$ cat config.mk
export PLATFORM = sky130hd
export DESIGN_NAME = tlb_hit_merge
export DESIGN_NICKNAME = d
export VERILOG_FILES = /design/src/design/tlb_pkg.sv /design/src/design/tlb_hit_merge.sv
export VERILOG_INCLUDE_DIRS = /design/src /design/src/design
export SDC_FILE = /design/constraint.sdc
export NUM_CORES = 1
export LEC_CHECK = 0
export ABC_CLOCK_PERIOD_IN_PS = 3700
export BUFFER_PORTS_ARGS = -buffer_cell sky130_fd_sc_hd__clkbuf_2
export CORE_ASPECT_RATIO = 1.25
export CORE_UTILIZATION = 40
export DETAILED_ROUTE_END_ITERATION = 7
export PLACE_DENSITY = 0.92
export REMOVE_ABC_BUFFERS = 1
export SYNTH_ARGS = -nofsm -noshare
export SYNTH_HDL_FRONTEND = slang
export SYNTH_SLANG_ARGS = --single-unit
$ cat constraint.sdc
create_clock -name clk_g -period 3.7 [get_ports clk_g]
set_clock_uncertainty 0.15 [all_clocks]
set_input_delay 0.555 -clock clk_g [delete_from_list [all_inputs] [get_ports clk_g]]
set_output_delay 0.555 -clock clk_g [all_outputs]
set_load 0.02 [all_outputs]
$ cat src/design/tlb_params.svh
// tlb parameters
// geometry and field widths of the set-associative tlb
// the set index sits right above the page offset, the tag takes the rest

`ifndef TLB_PARAMS_SVH
`define TLB_PARAMS_SVH

// ==============================
// geometry
// ==============================
`define TLB_ASSOC   4
`define TLB_SETS    32
`define TLB_SET_W   5

// ==============================
// field widths
// ==============================
`define TLB_ADR_W   32
`define TLB_OFS_W   12
`define TLB_TAG_W   15
`define TLB_PPN_W   20
`define TLB_ASID_W  8

`endif

$ cat src/design/tlb_pkg.sv
// tlb package
// entry layout, way index and update controller states

`include "tlb_params.svh"

package tlb_pkg;

	// ==============================
	// tlb entry
	// ==============================
	// rwx bit 2 is read, bit 1 is write, bit 0 is execute
	// m is the dirty bit, set in place by a write lookup that hits
	typedef struct packed {
		logic                   v;
		logic                   g;
		logic                   m;
		logic [2:0]             rwx;
		logic [`TLB_ASID_W-1:0] asid;
		logic [`TLB_TAG_W-1:0]  tag;
		logic [`TLB_PPN_W-1:0]  ppn;
	} tlb_entry_t;

	// way number, wide enough for TLB_ASSOC ways
	typedef logic [1:0] way_idx_t;

	// update controller
	// sweep clears every set after reset, run takes software writes
	typedef enum logic {
		ST_SWEEP = 1'b0,
		ST_RUN   = 1'b1
	} ctrl_state_t;

endpackage

$ cat src/design/tlb_hit_merge.sv
// tlb hit merger
// picks the lowest hitting way, builds the physical address,
// rights and fault, and registers the lookup result

`timescale 1ns/10ps

`include "tlb_params.svh"

module tlb_hit_merge (
	input  logic                                   clk_g,
	input  logic                                   rst_i,
	// request, delayed one cycle to line up with the way compare
	input  logic                                   xlat_d_i,
	input  logic [`TLB_OFS_W-1:0]                  ofs_d_i,
	input  logic                                   we_d_i,
	// per-way compare results
	input  logic [`TLB_ASSOC-1:0]                  hit_i,
	input  logic [`TLB_ASSOC-1:0][`TLB_PPN_W-1:0]  ppn_i,
	input  logic [`TLB_ASSOC-1:0][2:0]             rwx_i,
	input  logic [`TLB_ASSOC-1:0]                  m_i,
	// lookup result
	output logic                                   valid_o,
	output logic                                   hit_o,
	output logic                                   miss_o,
	output tlb_pkg::way_idx_t                      hit_way_o,
	output logic [`TLB_ADR_W-1:0]                  padr_o,
	output logic [3:0]                             acr_o,
	output logic                                   fault_o
);

	tlb_pkg::way_idx_t sel;
	logic              any_hit;
	logic [2:0]        sel_rwx;
	logic              need_miss;

	// ==============================
	// way select
	// ==============================
	// scan down so the lowest hitting way is left in sel
	always_comb begin
		sel = '0;
		for (int i = `TLB_ASSOC-1; i >= 0; i--) begin
			if (hit_i[i])
				sel = tlb_pkg::way_idx_t'(i);
		end
	end

	assign any_hit = |hit_i;
	assign sel_rwx = rwx_i[sel];

	// write lookups need w, read lookups need r
	assign need_miss = we_d_i ? ~sel_rwx[1] : ~sel_rwx[2];

	// ==============================
	// result register
	// ==============================
	always_ff @(posedge clk_g or posedge rst_i) begin
		if (rst_i) begin
			valid_o   <= 1'b0;
			hit_o     <= 1'b0;
			miss_o    <= 1'b0;
			hit_way_o <= '0;
			padr_o    <= '0;
			acr_o     <= '0;
			fault_o   <= 1'b0;
		end else begin
			valid_o   <= xlat_d_i;
			hit_o     <= xlat_d_i && any_hit;
			miss_o    <= xlat_d_i && !any_hit;
			hit_way_o <= sel;
			padr_o    <= {ppn_i[sel], ofs_d_i};
			// m as read, before this lookup's own dirty update
			acr_o     <= {m_i[sel], sel_rwx};
			fault_o   <= xlat_d_i && any_hit && need_miss;
		end
	end

endmodule

# After elaboration in Yosys (flattened, before gate mapping)
# Index checks and enable logic that the tools add are counted.
[op_classes]
n_lt_le_gt_ge = 1
n_mux = 11
bitwise_logic = 2
reduce_logical = 5
[op_table]
columns = ["operator", "count"]
rows = [
  ["$bmux 20 s2", 1],
  ["$mux 20", 1],
  ["$mux 2", 4],
  ["$bmux 3 s2", 1],
  ["$reduce_or 4->1", 1],
  ["$logic_and 1x1->1", 3],
  ["$lt 2x3->1 const B", 1],
  ["$mux 3", 1],
  ["$bmux 1 s2", 1],
  ["$mux 1", 2],
  ["$not 1->1", 2],
  ["$logic_not 1->1", 1],
]
[word_totals]
out_inout_bits = 42
register_bits = 42

# Depth between registers and ports, before layout
[logic_depth]
ltp_word = 9
depth_mapped = 4
depth_no_buf = 4

# Worst setup path before layout
# Ideal clock, no wire load.
[synth_path]
path_kind = "input to register"
start = "in hit_i[3]"
end = "reg padr_o[12]"
t_arrival_ns = 1.569
cell_stages = 4
setup_time_ns = 0.139
path_slack_ns = 1.843
n_path_buf = 1
required_time_ns = 3.411
cell_sequence = "nor2b_2 -> o21bai_4 -> buf_6 -> mux4_2"
[synth_between]
elab_chain_len = 6
[synth_lines]
columns = ["element", "line", "text"]
rows = [
  ["start, declared", "tlb_hit_merge.sv:17", "input logic [`TLB_ASSOC-1:0] hit_i,"],
  ["$mux 2 (4 in a row)", "tlb_hit_merge.sv:43", "if (hit_i[i])"],
  ["$bmux 20 s2", "tlb_hit_merge.sv:71", "padr_o <= {ppn_i[sel], ofs_d_i};"],
  ["$mux 20 (implied by the code)", "tlb_hit_merge.sv:71", ""],
  ["end signal, assigned", "tlb_hit_merge.sv:71", ""],
  ["end, declared", "tlb_hit_merge.sv:26", "output logic [`TLB_ADR_W-1:0] padr_o,"],
]
# Every way passes these cells. The select of a mux whose other input is x is not followed.

# Final worst setup path
[layout_path]
start = "in hit_i[3]"
end = "reg padr_o[31]"
# Same word-level chain as after synthesis.

==> out/results.tsv <==
stage	metric	value	unit
status	run status	finished, final reports clean	
worst_setup_path	maximum fanout along the worst path	23	
cells_and_area	Area growth syn-to-layout	53.92	%
floorplan	Die H	76.09	microns
worst_setup_path	Critical Path End Type	flop	
worst_setup_path	CP peak stage delay	0.70	ns
synthesis	area leader, netlist	dfrtp_1	
global_route	number of antenna violations at the first check in global routing	0	
cts	CTS resizes	0	
floorplan	CORE AREA	0.004164	sq mm
worst_setup_path	buffering stage count on the worst path with inverters included	1	
synthesis	largest family of logic cells by synthesized area	multiplexers	
drt	detail-routed net length per standard cell	14.92	microns
sta	final total negative setup slack	0	ns
sta	number of hold-slack violations in the final timing report	0	
synthesis	number of different library cells in the post-synthesis netlist	21	
synthesis	share of synthesized cell area in and, or, nand and nor gates	3.704	%
worst_setup_path	start point of the critical path	hit_i[3]	
synthesis	cells after synthesis	93	
place	HPWL after detailed placement	3915	microns
worst_setup_path	type of origin of the critical path	primary input	
place	minimum setup slack after placement	1.099	ns
synthesis	cell types with the largest area share after synthesis	dfrtp_1, mux4_2, mux4_1	
drt	total number of vias	1543	
cts	Sinks on Clock Net	42	
worst_setup_path	data arrival time of the critical path	2.23	ns
drt	post-route DRC violation count	0	
sta	Worst Hold Margin	0.2178	ns
sta	Slew @ Worst Pin	1.138	ns
power_and_ir_drop	worst vdd rail ir drop	0.1968	mV
synthesis	yosys synthesis warning count	0	
place	global placement routability congestion	0.8628	
synthesis	register area share after synthesis	59.83	%
worst_setup_path	worst endpoint required time	3.71	ns
drt	residual antenna-violating net count after detailed routing	0	
cells_and_area	post-route cell area	0.002704	sq mm
sta	final worst-path cycle share	60.19	%
power_and_ir_drop	leakage power summed over all cells	0.001460	uW
sta	shortest period the worst path allows	2.227	ns
synthesis	Post-Synth Adder-Cell Area	0	%
place	quantity of I/O buffers inserted on ports	157	
floorplan	die area	0.004662	sq mm
floorplan	starting utilization of the core area	42.19	%
worst_setup_path	capture point of the worst path	padr_o[31]	
worst_setup_path	crit path cell chain	clkbuf_2 -> nor2b_2 -> o21bai_4 -> mux4_1	
cts	buffers inserted during post-CTS setup optimization	0	
cells_and_area	number of nets at the end of the flow	370	
drt	final wirelength	4624	microns
power_and_ir_drop	pwr dens	407.3	mW/mm^2
global_route	GR Util All Layers	21.81	%
sta	max-slew violation count	0	
worst_setup_path	kind of cell adding the most delay to the critical path	compound AO/OA/AOI/OAI gates	
cells_and_area	ratio of cells with drive above 1 in the final layout	73.62	%
sta	setup-violating endpoint count in the final report	0	
drt	Initial DRC Count	22	
synthesis	area share of the leading cell type in the synthesized netlist	59.83	%
sta	worst slew margin relative to its limit	24.09	%
sta	RSZ-0062 raised after global routing	false	
global_route	via count of the first global-routing pass	1573	
floorplan	cell row count	26	
cts	total of hold buffers inserted after clock tree synthesis	0	
synthesis	total of flip-flops plus latches after synthesis	42	
global_route	total grt overflow	0	
hold_path	class of the most critical hold timing path	primary input to async pin	
worst_setup_path	number of logic stages on the critical path including buffering	4	
drt	average vias per placed instance	4.977	
sta	Fmax achieved	449.0	MHz
synthesis	xor and xnor area share after synthesis	0	%
global_route	maximum number of pins on one net before global-route repair	43	
synthesis	compound-cell area share of the yosys netlist	4.915	%
cts	Max Buffers Root-to-Sink	2	
global_route	first-pass GRT wire length	7245	microns
synthesis	Mean Syn Cell Area	18.89	sq um
cts	number of CTS-inserted buffers	5	
sta	final worst slack	1.473	ns
floorplan	horizontal die dimension	61.28	microns
worst_setup_path	Critical Setup Path Class	primary input to flop	
cts	root buf cell	clkbuf_8	
cts	clock slew seen by the registers of the worst setup and hold paths	0.08	ns
worst_setup_path	cell with the biggest individual delay on the critical path	o21bai_4	
synthesis	Cell Area, Synth	0.001757	sq mm
place	Cell Area, Placed	0.002591	sq mm
cells_and_area	antenna diode count	0	
synthesis	fraction of synthesized area in multiplexers	28.85	%
drt	Detailed Routing Iterations Pass 1	4	
floorplan	# IOs	158	
job	max-cap violations	0	
cts	clock tree from TritonCTS	built	
cts	total number of H-tree levels	2	
==> state kept, by name (all words and copies together), names as in the netlist <==
name / count
padr_o: 32
acr_o: 4
hit_way_o: 2
fault_o: 1
hit_o: 1
miss_o: 1
valid_o: 1
==> worst min-delay path: cells and delay by family <==
kind / cells / cell delay [ns]
buffers and inverters: 3 / 0.54
==> per-layer routing <==
metal	vias to the layer above	routed length, microns	share of wire (%)	GRT usage [%]
li1	682	-	-	-
met1	739	1348	29	21.23
met2	106	2679	58	39.13
met3	16	423	9.1	5.772
met4	0	174	3.8	12.05
met5	-	0	0	0
==> where the power goes <==
group / internal (uW) / leakage (uW) / switching [uW]
Combinational: 117 / 0.000908 / 121
Sequential: 497 / 0.000495 / 10.8
Clock: 216 / 0.0000573 / 141
Total: 829 / 0.00146 / 272
==> synth_stat cells <==
cell / number
dfrtp_1: 42
mux4_2: 19
inv_1: 4
mux4_1: 3
nor2_1: 3
buf_2: 2
buf_6: 2
nor2b_1: 2
nor3b_1: 2
o211a_1: 2
o21ai_0: 2
a21boi_0: 1
and3_1: 1
nand2b_1: 1
nor2b_2: 1
nor3_1: 1
o2111ai_1: 1
o21ai_1: 1
o21bai_1: 1
o21bai_4: 1
o221ai_1: 1
==> kinds of logic (layout without fill, tap and decap cells) <==
| group | Yosys count | after routing |
|---|---|---|
| multiplexers | 22 | 22 |
| AO/OA/AOI/OAI | 10 | 10 |
| flip-flops | 42 | 42 |
| AND/OR/NAND/NOR | 11 | 11 |
| buffers and inverters | 8 | 169 |
==> through the flow <==
| stage | power [uW] | instances | utilization, % |
|---|---|---|---|
| after global placement | 748.2 | 303 | 62.23 |
| after global routing | 1153 | 310 | 64.93 |
| after floorplan | 640.2 | 89 | - |
| final | 1101 | 310 | 64.93 |
| after detailed placement | 758.2 | 303 | 62.23 |
| after CTS | 1116 | 310 | 64.93 |
==> layout by cell type, fill, tap and decap left out, drive strengths merged <==
cell	n
o21bai	2
nor2	3
clkinv	1
bufinv	1
nor3b	2
nor2b	3
clkbuf	163
o2111ai	1
buf	1
nor3	1
o221ai	1
nand2b	1
o211a	2
dfrtp	42
a21boi	1
o21ai	3
inv	3
and3	1
mux4	22
==> worst min-delay path by stage <==
stage	endpoint	slack, ns	depth (start not counted)
detailed placement	padr_o[5]	0.52	1
floorplan	padr_o[0]	0.44	0
CTS	padr_o[5]	0.21	1
global placement	padr_o[2]	0.51	1
finish	fault_o	0.22	3
global route	padr_o[4]	0.21	1
==> layout make-up <==
type / count / area, sq um
fill: 344 / 1460
clock buffer: 6 / 82.58
tap: 56 / 70.07
timing repair buffer: 158 / 793.3
inverter: 4 / 15.01
multi-input combinational: 43 / 661.9
clock inverter: 1 / 30.03
sequential: 42 / 1051
Note: power is estimated with default switching activity, not from simulation.
