<file path="src/design/tlb_params.svh">
// tlb parameters
// geometry and field widths of the set-associative tlb
// the set index sits right above the page offset, the tag takes the rest

`ifndef TLB_PARAMS_SVH
`define TLB_PARAMS_SVH

// ==============================
// geometry
// ==============================
`define TLB_ASSOC   4
`define TLB_SETS    32
`define TLB_SET_W   5

// ==============================
// field widths
// ==============================
`define TLB_ADR_W   32
`define TLB_OFS_W   12
`define TLB_TAG_W   15
`define TLB_PPN_W   20
`define TLB_ASID_W  8

`endif

</file>
<file path="src/design/tlb_pkg.sv">
// tlb package
// entry layout, way index and update controller states

`include "tlb_params.svh"

package tlb_pkg;

	// ==============================
	// tlb entry
	// ==============================
	// rwx bit 2 is read, bit 1 is write, bit 0 is execute
	// m is the dirty bit, set in place by a write lookup that hits
	typedef struct packed {
		logic                   v;
		logic                   g;
		logic                   m;
		logic [2:0]             rwx;
		logic [`TLB_ASID_W-1:0] asid;
		logic [`TLB_TAG_W-1:0]  tag;
		logic [`TLB_PPN_W-1:0]  ppn;
	} tlb_entry_t;

	// way number, wide enough for TLB_ASSOC ways
	typedef logic [1:0] way_idx_t;

	// update controller
	// sweep clears every set after reset, run takes software writes
	typedef enum logic {
		ST_SWEEP = 1'b0,
		ST_RUN   = 1'b1
	} ctrl_state_t;

endpackage

</file>
<file path="src/design/tlb_way.sv">
// tlb way
// one way of the tlb: entry memory, tag and asid compare, dirty bit write-back
// lookups read on one port, software and dirty writes share the other

`timescale 1ns/10ps

`include "tlb_params.svh"

module tlb_way (
	input  logic                   clk_g,
	input  logic                   rst_i,
	// write port, common to all ways
	input  logic                   wr_en_i,
	input  logic                   wr_sel_i,
	input  logic [`TLB_SET_W-1:0]  wr_set_i,
	input  logic                   wr_v_i,
	input  logic                   wr_g_i,
	input  logic [2:0]             wr_rwx_i,
	input  logic [`TLB_ASID_W-1:0] wr_asid_i,
	input  logic [`TLB_TAG_W-1:0]  wr_tag_i,
	input  logic [`TLB_PPN_W-1:0]  wr_ppn_i,
	// lookup request
	input  logic                   xlat_i,
	input  logic [`TLB_ADR_W-1:0]  vadr_i,
	input  logic [`TLB_ASID_W-1:0] asid_i,
	input  logic                   we_i,
	// compare result, valid in the cycle after the request edge
	output logic                   hit_o,
	output logic [`TLB_PPN_W-1:0]  ppn_o,
	output logic [2:0]             rwx_o,
	output logic                   m_o
);

	tlb_pkg::tlb_entry_t mem [0:`TLB_SETS-1];
	tlb_pkg::tlb_entry_t rd_q;
	tlb_pkg::tlb_entry_t wr_ent;

	logic                   xlat_d;
	logic                   we_d;
	logic [`TLB_SET_W-1:0]  set_d;
	logic [`TLB_TAG_W-1:0]  tag_d;
	logic [`TLB_ASID_W-1:0] asid_d;
	logic                   sw_wr;
	logic                   dirty_wr;

	// ==============================
	// lookup side
	// ==============================
	// memory read and request fields share the one cycle of latency
	always_ff @(posedge clk_g) begin
		if (xlat_i) begin
			rd_q   <= mem[vadr_i[`TLB_OFS_W +: `TLB_SET_W]];
			set_d  <= vadr_i[`TLB_OFS_W +: `TLB_SET_W];
			tag_d  <= vadr_i[`TLB_ADR_W-1 -: `TLB_TAG_W];
			asid_d <= asid_i;
			we_d   <= we_i;
		end
	end

	// request valid, cleared so no stale hit leaves reset
	always_ff @(posedge clk_g or posedge rst_i) begin
		if (rst_i)
			xlat_d <= 1'b0;
		else
			xlat_d <= xlat_i;
	end

	// global entries match any asid
	assign hit_o = xlat_d && rd_q.v && (rd_q.tag == tag_d) &&
		(rd_q.g || (rd_q.asid == asid_d));
	assign ppn_o = rd_q.ppn;
	assign rwx_o = rd_q.rwx;
	assign m_o   = rd_q.m;

	// ==============================
	// write side
	// ==============================
	assign sw_wr    = wr_en_i && wr_sel_i;
	assign dirty_wr = hit_o && we_d;

	// fresh installs start clean
	assign wr_ent = '{v: wr_v_i, g: wr_g_i, m: 1'b0, rwx: wr_rwx_i,
		asid: wr_asid_i, tag: wr_tag_i, ppn: wr_ppn_i};

	// software write owns the port, a colliding dirty update is lost
	always_ff @(posedge clk_g) begin
		if (sw_wr)
			mem[wr_set_i] <= wr_ent;
		else if (dirty_wr)
			mem[set_d] <= '{v: rd_q.v, g: rd_q.g, m: 1'b1, rwx: rd_q.rwx,
				asid: rd_q.asid, tag: rd_q.tag, ppn: rd_q.ppn};
	end

endmodule

</file>
<file path="config.mk">
export PLATFORM = sky130hd
export DESIGN_NAME = tlb_way
export DESIGN_NICKNAME = d
export VERILOG_FILES = /design/src/design/tlb_pkg.sv /design/src/design/tlb_way.sv
export VERILOG_INCLUDE_DIRS = /design/src /design/src/design
export SDC_FILE = /design/constraint.sdc
export NUM_CORES = 1
export LEC_CHECK = 0
export BUFFER_PORTS_ARGS = -buffer_cell sky130_fd_sc_hd__buf_2
export CAP_MARGIN = 15
export CORE_MARGIN = 2
export CORE_UTILIZATION = 55
export CTS_CLUSTER_SIZE = 30
export DETAILED_ROUTE_END_ITERATION = 10
export PLACE_DENSITY_LB_ADDON = 0.12
export SLEW_MARGIN = 20
export SYNTH_ARGS = -nofsm -noshare
export SYNTH_HDL_FRONTEND = slang
export SYNTH_SLANG_ARGS = --single-unit
export TNS_END_PERCENT = 10
</file>
<file path="constraint.sdc">
create_clock -name clk_g -period 10.1 [get_ports clk_g]
set_clock_uncertainty 0.15 [all_clocks]
set_input_delay 0.505 -clock clk_g [delete_from_list [all_inputs] [get_ports clk_g]]
set_output_delay 0.505 -clock clk_g [all_outputs]
set_load 0.05 [all_outputs]
</file>
After elaboration in Yosys (flattened, before gate mapping)

Memories as Yosys holds them, arrays and structs flattened. A register that Yosys moved wholly into a read port is not among the register bits.
Index checks and enable logic that the tools add are counted.
Widths: inputs -> output; s select.

Bits in writable memories: 1568
Input port bits: 99
Flip-flop bits (word level): 30
Output and inout bits: 25
Latch bits: 0
Memory bits (read-only): 0
Memories: 1
Word-level logic and storage cells: 23

Magnitude comparators: 0
Mux-type cells: 8
$mul: 0
Reductions and logical operators: 7
Bitwise logic cells: 0
Divide/modulo/power cells: 0
$add $sub $neg: 0
Equality and inequality tests: 2
Shifts and indexed selects: 0

Memory list:

| memory | depth | width | read ports | clocked after Yosys merged registers in | wr ports | RTL line      | source |
|---|---|---|---|---|---|---|---|
| mem    | 32    | 49    | 1          | 1                                       | 1        | tlb_way.sv:34 | `` tlb_pkg::tlb_entry_t mem [0:`TLB_SETS-1]; `` |

Operators by type and width:

| cell              | number |
|---|---|
| $mux 49           | 1 |
| $reduce_or 49->1  | 1 |
| $eq 15x15->1      | 1 |
| $eq 8x8->1        | 1 |
| $mux 1            | 6 |
| $logic_and 1x1->1 | 5 |
| $mux 5            | 1 |
| $logic_or 1x1->1  | 1 |

Longest topological paths before layout

Depth after elaboration: 9
Depth in mapped cells: 7

Worst setup path before layout

Ideal clock, no wire load.

Path type: register to register
Start: register tag_d[9]
End: memory mem[0][0] (netlist bit) (enable)
Required time: 9.434 ns
Path slack: 3.808 ns
Buffers on the path: 1
Period minus slack after synthesis: 6.292 ns
Data arrival time: 5.626 ns
Stages on the path, launching flop included: 8
Path through: edfxtp_1 xor2_1 nor4_1 nand4_1 nor3_4 a21oi_1 clkbuf_1 nor3_1

Word-level cells in the longest chain between the ends: 9

RTL lines:

| element                                    | RTL line      | source |
|---|---|---|
| start: declaration                         | tlb_way.sv:41 | `` logic [`TLB_TAG_W-1:0] tag_d; `` |
| start signal: assignment                   | tlb_way.sv:54 | `` tag_d <= vadr_i[`TLB_ADR_W-1 -: `TLB_TAG_W]; `` |
| $eq 15x15->1 *                             | tlb_way.sv:69 | `assign hit_o = xlat_d && rd_q.v && (rd_q.tag == tag_d) &&` |
| $logic_and 1x1->1 * (2 in a row)           | tlb_way.sv:69 |  |
| $logic_and 1x1->1 *                        | tlb_way.sv:79 | `assign dirty_wr = hit_o && we_d;` |
| $mux 1 *                                   | tlb_way.sv:89 | `else if (dirty_wr)` |
| $mux 1 *                                   | tlb_way.sv:87 | `if (sw_wr)` |
| $mux 1 (implied by the code) *             | tlb_way.sv:90 | `mem[set_d] <= '{v: rd_q.v, g: rd_q.g, m: 1'b1, rwx: rd_q.rwx,` |
| $reduce_or 49->1 (no line)                 | --            |  |
| $mux 5 (no line) or $mux 1 (tied branches) | --            |  |
| end: declaration                           | tlb_way.sv:34 |  |

Mark *: on every way between the ends. The rest lies on a longest branch, timed or not.

Worst setup path in the final report

Start: register, netlist name rd_q[30]
End: memory mem[2][17] (netlist bit) (enable)

Word-level cells in the longest chain between the ends: 9

RTL lines:

| element                                    | RTL line |
|---|---|
| $eq 15x15->1 *                             | tlb_way.sv:69 |
| $logic_and 1x1->1 * (2 in a row)           | tlb_way.sv:69 |
| $logic_and 1x1->1 *                        | tlb_way.sv:79 |
| $mux 1 *                                   | tlb_way.sv:89 |
| $mux 1 *                                   | tlb_way.sv:87 |
| $mux 1 (implied by the code) *             | tlb_way.sv:90 |
| $reduce_or 49->1 (no line)                 | -- |
| $mux 5 (no line) or $mux 1 (tied branches) | -- |

Marks and branches as above.

==> flow_summary.yaml <==
power_and_ir_drop:
  p_total_uw: 14000
  ir_worst_vdd_v: 0.000161
  p_leak_uw: 0.0219
  p_per_area_nw_per_um2: 197
logic_synthesis:
  yosysTopAreaCell: "edfxtp_1"
  ys_types: 30
  seq_area_frac_synth_pct: 78.3
  ys_ff_latch: 1647
  syn_area_um2: 63100
  netlist.area_leader.share_pct: 78.3
  ys.flop_type: "edfxtp_1"
  synth_common_cells: "edfxtp_1 (1646), mux4_2 (490), mux2_2 (99)"
  syn_inst: 2507
  synthArstFlopShare_pct: 0.0607
  syn-num-nets: 2606
  synthTopCellsByArea: "edfxtp_1 (78%), mux4_2 (17%), mux2_2 (1.8%), clkbuf_1 (0.41%), buf_4 (0.37%)"
  syn_avg_cell_area_um2: 25.2
  synth-edff-count: 1646
  yosys_warnings: 0
  yosysMostFrequentCell: "edfxtp_1"
floorplanning:
  die_area_um2: 118000
  std_cell_rows: 124
  initial_core_util_pct: 55.4
  io_pins: 124
  chipHeight_um: 343
  coreArea_um2: 114000
  die_w_um: 343
routing:
  routed_wl_um: 143000
  drc: 0
  via_per_inst: 6.45
  drt_iter0_markers: 3383
  drt-pass1-iter-count: 5
  routedWlPerCell_um: 32.6
  ant_nets: 0
  num_vias: 28221
global_routing:
  grt_start_max_net_pins: 154
  grt_antenna_before_repair: 1
  grt_overflow: 0
  grt_pass1_vias: 28880
  grt_pass1_wl_um: 205000
  grtUsageTotal_pct: 25.0
sta:
  finalSetupViolCount: 0
  holdWs_ns: 0.179
  hold_viol_final: 0
  max_clock_freq_mhz: 186
  relSlewSlack_pct: 23.8
  tns_ns: 0
  rsz0062_at_grt: "false"
  fin_crit_sh_pct: 53.2
  tightest_slew_ns: 1.14
  fin_ws_ns: 4.72
  period_needed_ns: 5.38
  slew_viol_final: 0
setup_path:
  crit_start: "rd_q[30]"
  start_kind: "flip-flop"
  critical_path_class: "flip-flop to flip-flop"
  critPathArrivalTime_ns: 5.60
  r2r-start: "rd_q[30]"
  worstPathRequired_ns: 10.32
  path_buf_inv: 2
  endpoint: "mem[2][17]"
  critPathMaxFanout: 43
  crit_cells: 8
  crit_family: "simple AND/OR/NAND/NOR gates"
  worstRegToRegCells: 8
  r2r-end: "mem[2][17]"
  path_cells: "xor2_1 > nor4_1 > nand4_1 > nor3_2 > buf_4 > mux2i_1 > nor3_2 > buf_4"
  crit_slowest_cell: "buf_4"
  reg2reg_slack_ns: 4.72
  cpPeakStageDelay_ns: 1.00
  cp-end-kind: "flip-flop"
placed_design:
  dpl.hpwl_um: 67900
  port_buffers: 111
  dp_slack_ns: 4.66
  gp_congestion: 0.779
cells_and_area:
  fill_cells: 7586
  drive_above_1_share_pct: 35.7
  num_antenna_cells: 0
  nets: 2835
  area_delta_synth_final_pct: 12.4
  post-route-util_pct: 62.3
clocking:
  tritoncts: "yes"
  htreeDepth: 4
  clk_path_buf_depth: 3
  cts_setup_buffers: 0
  cts_resized: 0
  cts_root_buf: "clkbuf_16"
  numClockSinks: 1647
  clk_pin_slew_ns: 0.06
  cts_made_buffers: 165
  cts_hold_buffers: 26
  clk_latency_ns: 0.77
status:
  status: "finished clean"
flow_run:
  cap_violations: 0
worst_hold_path:
  min_path_type: "input pin to flip-flop"
[registers in the layout (all words and copies together) (netlist names)]
| register | count |
|---|---|
| asid_d | 8 |
| m_o | 1 |
| mem | 1568 |
| ppn_o | 20 |
| rd_q | 25 |
| rwx_o | 3 |
| set_d | 5 |
| tag_d | 15 |
| we_d | 1 |
| xlat_d | 1 |
[metrics by stage]
stage	cell area, um2	std cells
after floorplan	63100	2507
after global placement	65600	4054
after detailed placement	65700	4054
after CTS	71000	4375
after global routing	71000	4376
final	71000	4376
[cell type report]
| class | instances | area (um2) | area share, % |
|---|---|---|---|
| clock buffers | 222 | 4470 | 6.30 |
| clock inverters | 73 | 596 | 0.839 |
| inverters | 3 | 11.3 | 0.0159 |
| multi-input cells | 708 | 13100 | 18.5 |
| flip-flops and latches | 1647 | 49500 | 69.6 |
| well taps | 1512 | 1890 | 2.66 |
| repair buffers | 211 | 1470 | 2.07 |
[worst reg2reg max path, cell delays in order (launching register included)]
cell	delay, ns
edfxtp_1	0.48
xor2_1	0.20
nor4_1	0.35
nand4_1	0.53
nor3_2	0.32
buf_4	0.73
mux2i_1	0.37
nor3_2	0.78
buf_4	1.01
[worst min path at each step]
stage | cells past startpoint | slack [ns] | from | to
after floorplan | 1 | 0.08 | rst_i | xlat_d
after global placement | 2 | 0.19 | rst_i | xlat_d
after detailed placement | 2 | 0.19 | rst_i | xlat_d
after CTS | 2 | 0.14 | vadr_i[16] | ppn_o[15]
after global routing | 2 | 0.17 | vadr_i[16] | ppn_o[18]
final | 2 | 0.18 | vadr_i[16] | ppn_o[15]
[cells by family after synthesis]
logic type / after synthesis / share of synthesized area, %
flip-flops: 1647 / 78.3
multiplexers: 597 / 19.4
buffers and inverters: 152 / 1.22
AND/OR/NAND/NOR: 79 / 0.652
XOR/XNOR: 23 / 0.319
AO/OA/AOI/OAI: 9 / 0.131
[routing by layer]
metal	track usage (%)	vias to the layer above	wire length, um
met5	0	-	0
met4	6.68	0	3060
met3	4.48	198	11400
met2	39.9	1192	70300
met1	36.5	15463	58000
li1	-	11368	-
[layout by cell type (no fill, tap or decap), drive strengths merged, types with 7 or more instances in the layout]
master and instances:
bufinv 8, clkbuf 223, dlygate4sd3 26, nor2 13, nand2 7, edfxtp 1646, inv 9, mux2 99
xnor2 8, xor2 15, nor4 9, mux4 490, clkinv 57, buf 184, nor3 36, mux2i 8
[report_power, final]
part	total, uW	internal [uW]	switching [uW]
Clock	5750	3300	2450
Combinational	647	277	370
Sequential	7610	7590	27.3
(Power assumes the default switching activity.)
