### config.mk
export PLATFORM = sky130hd
export DESIGN_NAME = tlb_update_ctrl
export DESIGN_NICKNAME = d
export VERILOG_FILES = /design/src/design/tlb_pkg.sv /design/src/design/tlb_update_ctrl.sv
export VERILOG_INCLUDE_DIRS = /design/src /design/src/design
export SDC_FILE = /design/constraint.sdc
export NUM_CORES = 1
export LEC_CHECK = 0
export BUFFER_PORTS_ARGS = -buffer_cell sky130_fd_sc_hd__buf_4
export CAP_MARGIN = 40
export CORE_ASPECT_RATIO = 0.7
export CORE_MARGIN = 5
export CORE_UTILIZATION = 40
export CTS_CLUSTER_DIAMETER = 50
export DETAILED_ROUTE_END_ITERATION = 16
export PLACE_DENSITY = 0.7
export SETUP_SLACK_MARGIN = 0.2
export SYNTH_ARGS = -nofsm -noshare
export SYNTH_HDL_FRONTEND = slang
export SYNTH_SLANG_ARGS = --single-unit
### constraint.sdc
create_clock -name clk_g -period 3.6 [get_ports clk_g]
set_input_delay 0.18 -clock clk_g [delete_from_list [all_inputs] [get_ports clk_g]]
set_output_delay 0.18 -clock clk_g [all_outputs]
set_load 0.02 [all_outputs]
### src/design/tlb_params.svh
// tlb parameters
// geometry and field widths of the set-associative tlb
// the set index sits right above the page offset, the tag takes the rest

`ifndef TLB_PARAMS_SVH
`define TLB_PARAMS_SVH

// ==============================
// geometry
// ==============================
`define TLB_ASSOC   4
`define TLB_SETS    32
`define TLB_SET_W   5

// ==============================
// field widths
// ==============================
`define TLB_ADR_W   32
`define TLB_OFS_W   12
`define TLB_TAG_W   15
`define TLB_PPN_W   20
`define TLB_ASID_W  8

`endif

### src/design/tlb_pkg.sv
// tlb package
// entry layout, way index and update controller states

`include "tlb_params.svh"

package tlb_pkg;

	// ==============================
	// tlb entry
	// ==============================
	// rwx bit 2 is read, bit 1 is write, bit 0 is execute
	// m is the dirty bit, set in place by a write lookup that hits
	typedef struct packed {
		logic                   v;
		logic                   g;
		logic                   m;
		logic [2:0]             rwx;
		logic [`TLB_ASID_W-1:0] asid;
		logic [`TLB_TAG_W-1:0]  tag;
		logic [`TLB_PPN_W-1:0]  ppn;
	} tlb_entry_t;

	// way number, wide enough for TLB_ASSOC ways
	typedef logic [1:0] way_idx_t;

	// update controller
	// sweep clears every set after reset, run takes software writes
	typedef enum logic {
		ST_SWEEP = 1'b0,
		ST_RUN   = 1'b1
	} ctrl_state_t;

endpackage

### src/design/tlb_update_ctrl.sv
// tlb update controller
// sweeps all sets invalid after reset, then registers software writes
// and broadcasts them to the ways with a one-hot way select

`timescale 1ns/10ps

`include "tlb_params.svh"

module tlb_update_ctrl (
	input  logic                   clk_g,
	input  logic                   rst_i,
	// software write strobe and entry
	input  logic                   wr_i,
	input  logic                   wr_rr_i,
	input  tlb_pkg::way_idx_t      wr_way_i,
	input  logic [`TLB_SET_W-1:0]  wr_set_i,
	input  logic                   wr_v_i,
	input  logic                   wr_g_i,
	input  logic [2:0]             wr_rwx_i,
	input  logic [`TLB_ASID_W-1:0] wr_asid_i,
	input  logic [`TLB_TAG_W-1:0]  wr_tag_i,
	input  logic [`TLB_PPN_W-1:0]  wr_ppn_i,
	output logic                   rdy_o,
	// broadcast to the ways
	output logic                   wr_en_o,
	output logic [`TLB_SET_W-1:0]  wr_set_o,
	output logic [`TLB_ASSOC-1:0]  wr_way_o,
	output logic                   wr_v_o,
	output logic                   wr_g_o,
	output logic [2:0]             wr_rwx_o,
	output logic [`TLB_ASID_W-1:0] wr_asid_o,
	output logic [`TLB_TAG_W-1:0]  wr_tag_o,
	output logic [`TLB_PPN_W-1:0]  wr_ppn_o
);

	tlb_pkg::ctrl_state_t  state_q;
	logic [`TLB_SET_W-1:0] sweep_cnt;
	tlb_pkg::way_idx_t     rr_q;
	tlb_pkg::way_idx_t     way_sel;
	logic [`TLB_ASSOC-1:0] way_oh;

	assign rdy_o = (state_q == tlb_pkg::ST_RUN);

	// target way, named or from the round-robin counter
	always_comb begin
		way_sel = wr_rr_i ? rr_q : wr_way_i;
		way_oh  = '0;
		way_oh[way_sel] = 1'b1;
	end

	// ==============================
	// control state
	// ==============================
	always_ff @(posedge clk_g or posedge rst_i) begin
		if (rst_i) begin
			state_q   <= tlb_pkg::ST_SWEEP;
			sweep_cnt <= '0;
			rr_q      <= '0;
			wr_en_o   <= 1'b0;
			wr_way_o  <= '0;
		end else begin
			case (state_q)
				tlb_pkg::ST_SWEEP: begin
					// one set per cycle, all ways at once
					wr_en_o   <= 1'b1;
					wr_way_o  <= '1;
					sweep_cnt <= sweep_cnt + 1'b1;
					if (sweep_cnt == `TLB_SETS-1)
						state_q <= tlb_pkg::ST_RUN;
				end
				tlb_pkg::ST_RUN: begin
					wr_en_o  <= wr_i;
					wr_way_o <= way_oh;
					// counter moves only on writes that used it
					if (wr_i && wr_rr_i) begin
						if (rr_q == tlb_pkg::way_idx_t'(`TLB_ASSOC-1))
							rr_q <= '0;
						else
							rr_q <= rr_q + 1'b1;
					end
				end
				default: state_q <= tlb_pkg::ST_SWEEP;
			endcase
		end
	end

	// ==============================
	// write payload
	// ==============================
	// sweep sends an all-zero entry, so v is clear
	always_ff @(posedge clk_g) begin
		if (state_q == tlb_pkg::ST_SWEEP) begin
			wr_set_o  <= sweep_cnt;
			wr_v_o    <= 1'b0;
			wr_g_o    <= 1'b0;
			wr_rwx_o  <= '0;
			wr_asid_o <= '0;
			wr_tag_o  <= '0;
			wr_ppn_o  <= '0;
		end else if (wr_i) begin
			wr_set_o  <= wr_set_i;
			wr_v_o    <= wr_v_i;
			wr_g_o    <= wr_g_i;
			wr_rwx_o  <= wr_rwx_i;
			wr_asid_o <= wr_asid_i;
			wr_tag_o  <= wr_tag_i;
			wr_ppn_o  <= wr_ppn_i;
		end
	end

endmodule

# Word-level counts from Yosys, hierarchy flattened
# Index checks and enable logic that the tools add are counted.
[op_classes]
n_addsub = 2
n_mul = 0
div = 0
magnitude_cmp = 2
n_eq_ne = 3
shifts = 0
mux = 10
bitwise_logic = 1
reduce_logical = 3
[op_table]
columns = ["op", "n"]
rows = [
  ["5-bit two-way mux", 2],
  ["4-bit case mux with 2 select lines", 1],
  ["5-bit by 1-bit adder with 5-bit output (second input constant)", 1],
  ["5-bit == test (second input constant)", 1],
  ["2-bit two-way mux", 2],
  ["2-bit by 3-bit < comparator with 1-bit output (second input constant)", 1],
  ["1-bit two-way mux", 3],
  ["2-bit by 1-bit adder with 2-bit output (second input constant)", 1],
  ["1-bit demux with 2-bit select", 1],
  ["2-bit == test (second input constant)", 1],
  ["2-bit by 1-bit greater-or-equal comparator with 1-bit output (second input constant)", 1],
  ["1-bit logical AND", 2],
  ["2-bit != test (second input constant)", 1],
  ["1-bit case mux with 2 select lines", 1],
  ["2-bit AND reduction", 1],
  ["1-bit NOT", 1],
]
[totals]
reg_bits = 66
latchBits = 0
ram_bits = 0
mem_bits_ro = 0
inputBits = 59
out_inout_bits = 59
n_memories = 0

# Depth between registers and ports, before layout
[logic_depth]
ltp_word = 6
mapped_depth = 4
depth_no_buf = 4

# Least setup slack after synthesis
# No wires, ideal clock.
[synth_timing]
path_type = "reg2reg"
startpoint = "register sweep_cnt[0]"
endpoint = "register sweep_cnt[4]"
setup_time_ns = 0.125
arrival_ns = 1.269
required_ns = 3.475
slack_ns = 2.206
stages_incl_launch_ff = 5
cell_sequence = "dfrtp_1 ha_1 and3_1 ha_1 mux2_2"
[synth_between]
elab_chain_cells = 1
[synth_rtl]
columns = ["item", "line", "source"]
rows = [
  ["start, declared", "tlb_update_ctrl.sv:37", "logic [`TLB_SET_W-1:0] sweep_cnt;"],
  ["start signal, assigned", "tlb_update_ctrl.sv:67", "sweep_cnt <= sweep_cnt + 1'b1;"],
  ["5-bit by 1-bit adder with 5-bit output", "tlb_update_ctrl.sv:67", ""],
]
# Every way passes these cells.
# A chain may end at the register's enable or synchronous reset.

# Worst setup path in the final report
[layout_timing]
startpoint = "register state_q (netlist: rdy_o)"
endpoint = "output rdy_o"
[layout_rtl]
columns = ["item", "line", "source"]
rows = [
  ["start, declared", "tlb_update_ctrl.sv:36", "tlb_pkg::ctrl_state_t state_q;"],
  ["start signal, assigned", "tlb_update_ctrl.sv:56", "state_q <= tlb_pkg::ST_SWEEP;"],
  ["start signal, assigned", "tlb_update_ctrl.sv:69", "state_q <= tlb_pkg::ST_RUN;"],
  ["start signal, assigned", "tlb_update_ctrl.sv:82", "default: state_q <= tlb_pkg::ST_SWEEP;"],
  ["end, declared", "tlb_update_ctrl.sv:23", "output logic rdy_o,"],
]
# No word-level cell between the ends.

==> results by stage <==
Status:
- The flow ran to the end, and the final reports show no timing, DRC or antenna violations.

Placement:
- At the end of routability-driven placement, the weighted congestion stood at 0.7210.
- The HPWL after detailed placement is 4122 µm.
- Prior to clock tree synthesis, the placed netlist has a worst setup slack of between 2 and 2.5 ns.
- Once placement finished, the instance area stood at 3517 µm².
- Input and output buffers added on the ports amount to 117.

Finish:
- The final non-filler cell area is 3727 µm².
- The layout overhead on the synthesized area is 42.95%.
- The antenna diode instance count is 0.
- The final layout contains 387 nets.
- Fill cells in the final layout number about 550.
- Of the cells placed in the final design, the portion with a size suffix greater than 1 is 43.94%.

Route:
- Across all layers, the routed design uses roughly 1800 vias.
- After the first detailed-routing iteration, the DRC count stood at 39.
- The detailed-router iteration count before antenna repair is 4.
- The DRC violation count after routing is 0.
- Dividing the detail-routed wire length by the instance count gives 13.74 µm.
- The count of nets left with antenna violations once routing finished came out at 0.
- Using the TritonRoute via totals, the vias-per-cell ratio works out to 4.488.
- The total wire length is 5607 µm.

Timing:
- On the final layout, the worst hold slack is roughly 0.052 ns.
- The maximum clock frequency is a little over 600 MHz.
- The post-route clock skew is 0.01095 ns.
- Setup repair after global routing left no endpoint under its margin.
- The final count of pins violating max slew is 0.
- The least setup slack across all paths after layout is 1.996 ns.
- The number of hold-slack violations in the final timing report is 0.
- The setup TNS is 0 ns.
- The smallest clock period supported by the final layout is computed as 1.604 ns.
- The fraction of the cycle the final worst path needs is between 40% and 50%.
- The relative max-transition margin is 44.08%.
- The transition at the pin with the smallest max-transition slack is 0.8388 ns.
- Setup violations remaining at the end of the flow were counted as 0.

Clock tree:
- In this run, post-CTS repair resized a total of 0 instances.
- The later-pin clock latency in the skew report is 0.33 ns.
- In this run the post-CTS setup repair buffer count came out at 0.
- Counting along the longest clock path gives a buffer depth of 2.
- The clock slew seen by the registers of the worst setup and hold paths is 0.07 ns.
- TritonCTS created 9 clock buffers.
- The number of hold-repair buffers added at the cts stage is 1.
- TritonCTS built the clock tree.
- The clock drives 66 sinks.
- The cell sitting at the root of the clock tree is a clkbuf_8.
- The maximum level of the CTS H-tree is 3.

Synth:
- Among all flip-flop cells after synthesis, the most frequent one is dfxtp_1.
- Sorting the synthesized cells by how often they occur yields 48 x dfxtp_1, 48 x mux2i_1, 48 x nor2b_1.
- The sequential cell area fraction in the yosys report is 55.09%.
- The number of flops mapped to enable cells by yosys is 5.
- The number of instances in the synthesized netlist is 209.
- dfxtp_1 takes more of the synthesized area than any other cell.
- When the netlist entered floorplanning its net count stood at 271.
- The number of warnings issued by yosys is 0.
- The synthesized netlist contains 25 unique library cells.
- By area the synthesized netlist is led by dfxtp_1 37%, mux2i_1 18%, dfrtp_1 12%.
- Counting flops with an async set or reset pin after synthesis yields a share of 19.70%.
- In this run the cell area of the synthesized design comes to 2608 µm².
- In this run the biggest area consumer among cell types represents 36.85% of the synthesized area.
- Counting flops and latches in the post-synthesis netlist gives 66.
- The synthesized area per cell is 12.48 µm².

Worst hold path:
- The path class of the tightest hold or removal check is input pin to register.

Setup path:
- Of all nets on the critical path, the largest fanout is 35.
- The number of buffer and inverter instances along the worst setup path is 2.
- The slowest cell on the critical path is dfrtp_2.
- In this run the worst setup path terminates at rdy_o.
- The critical path is of the register to output pin type.
- The start of the worst register-to-register path is rdy_o$_DFF_PP0_.
- The startpoint of the most critical setup path is rdy_o$_DFF_PP0_.
- The worst setup path is captured at an output pin.
- In this run the register-to-register setup slack is 2.07 ns.
- For the worst setup path, the data arrival time is roughly 1.4 ns.
- Among cell families on the critical path, the largest total delay comes from flip-flops.
- The endpoint of the worst register-to-register path is wr_set_o[0]$_DFFE_PP_.
- For the worst flop-to-flop path, the logic depth is 2.
- Traced cell by cell, the critical path runs through buf_12 > buf_4.
- Counting buffers and inverters, the worst setup path is 2 cells deep.
- The maximum single-stage delay on the critical path is 0.67 ns.
- At the worst endpoint, the required time is 3.42 ns.
- The worst setup path is launched from a register.

GRT:
- The pin count of the biggest net entering global routing is 51.
- The initial antenna violation count came to 0.
- The total track usage is 14.13%.
- The number of global-route vias before repair is approximately 1900.
- Summed over all layers, the global routing overflow is 0.
- The first global-routing pass estimated just over 9000 µm of wire.

Power and ir drop:
- The total leakage power is roughly 0.0018 µW.
- The worst-case IR drop observed on VDD is about 0.23 mV.
- The power density relative to cell area is 499.0 nW/µm².

Floorplanning:
- The floorplan step set the die width to about 110 µm.
- In this run the vertical extent of the chip is 77.55 µm.
- The floorplan step defined a die boundary enclosing 8259 µm².
- Pin placement for this block handled ~120 I/O pins.
- Once the floorplan was initialized, standard cells occupied 41.55% of the core.
- The floorplan row count is 24.
- The core region is approximately 6300 µm².

Flow run:
- Across the run, the number of max-cap violations was 0.
==> layout make-up <==
| cell class | count | area (µm²) | share of cell area [%] |
|---|---|---|---|
| multi-input cells | 126 | 1072 | 28.77 |
| inverters | 3 | 11.26 | 0.3021 |
| repair buffers | 119 | 908.4 | 24.37 |
| well taps | 78 | 97.59 | 2.618 |
| clock inverters | 3 | 20.02 | 0.5371 |
| clock buffers | 13 | 180.2 | 4.834 |
| flip-flops and latches | 66 | 1438 | 38.57 |
==> stage by stage <==
stage	total power (µW)	util, %	std cells
6_report	1860	59.39	408
5_1_grt	1969	59.39	408
4_1_cts	1890	59.39	408
3_5_place_dp	1290	56.04	391
3_3_place_gp	1283	55.72	390
2_1_floorplan	1104	-	209
==> flip-flops by register name (all words and copies together) (netlist names), 2 cells and up <==
register,cells
wr_ppn_o,20
wr_tag_o,15
wr_asid_o,8
sweep_cnt,5
wr_set_o,5
wr_way_o,4
wr_rwx_o,3
rr_q,2
==> routing by layer <==
layer	vias to the layer above	share of wire, %	GRT usage, %
met1	814	45	17.12
met4	0	1.6	6.513
met5	-	0	0
met2	73	44	21.37
li1	936	-	-
met3	8	9.3	6.799
==> report_power, final <==
group	switching (µW)	internal (µW)	total (µW)	leakage, µW
clock	261	329	590	0.0000968
combinational	186	207	393	0.00110
sequential	52.3	825	877	0.000619
==> how the worst min path moves through the flow <==
stage	from	to	slack [ns]	cells past startpoint
floorplan	rst_i	rdy_o$_DFF_PP0_	0.06	1
global placement	rst_i	wr_way_o[0]$_DFF_PP0_	0.24	2
detailed placement	rst_i	wr_way_o[0]$_DFF_PP0_	0.25	2
CTS	wr_way_i[1]	wr_way_o[0]$_DFF_PP0_	0.03	2
global route	wr_way_i[1]	wr_way_o[0]$_DFF_PP0_	0.02	2
finish	wr_way_i[1]	wr_way_o[0]$_DFF_PP0_	0.05	2
==> kinds of logic after synthesis <==
| group | synth area share (%) |
|---|---|
| AOI/OAI and AO/OA | 1.344 |
| and+or+nand+nor | 14.73 |
| adders and majority gates | 1.440 |
| DFF | 55.09 |
| muxes | 22.60 |
| xor gates and xnor gates | 1.008 |
| buffers and inverters | 3.791 |
==> cells in the final DEF (no fill, tap or decap) <==
cell type / instances
or2_2: 1
ha_1: 3
nor2_1: 1
o311ai_1: 1
clkinvlp_4: 2
o311ai_0: 3
nand2b_1: 2
dfxtp_1: 48
or3b_1: 1
nand3_1: 1
buf_12: 1
nand4b_1: 1
clkinv_2: 1
dfrtp_2: 1
dfrtp_1: 12
mux2i_1: 48
mux2_2: 7
dlygate4sd3_1: 1
inv_1: 3
xnor2_1: 3
buf_4: 117
and3_1: 1
nor2b_1: 48
clkbuf_16: 1
mux2_4: 2
clkbuf_8: 11
nand3b_1: 2
edfxtp_1: 5
clkbuf_1: 1
nand3_4: 1
==> worst reg2reg max path: cells and delay by family (launching register included) <==
kind	cells	cell delay, ns
buffers and inverters	1	0.25
multiplexers	1	0.36
flip-flops	1	0.67
(Power assumes the default switching activity.)
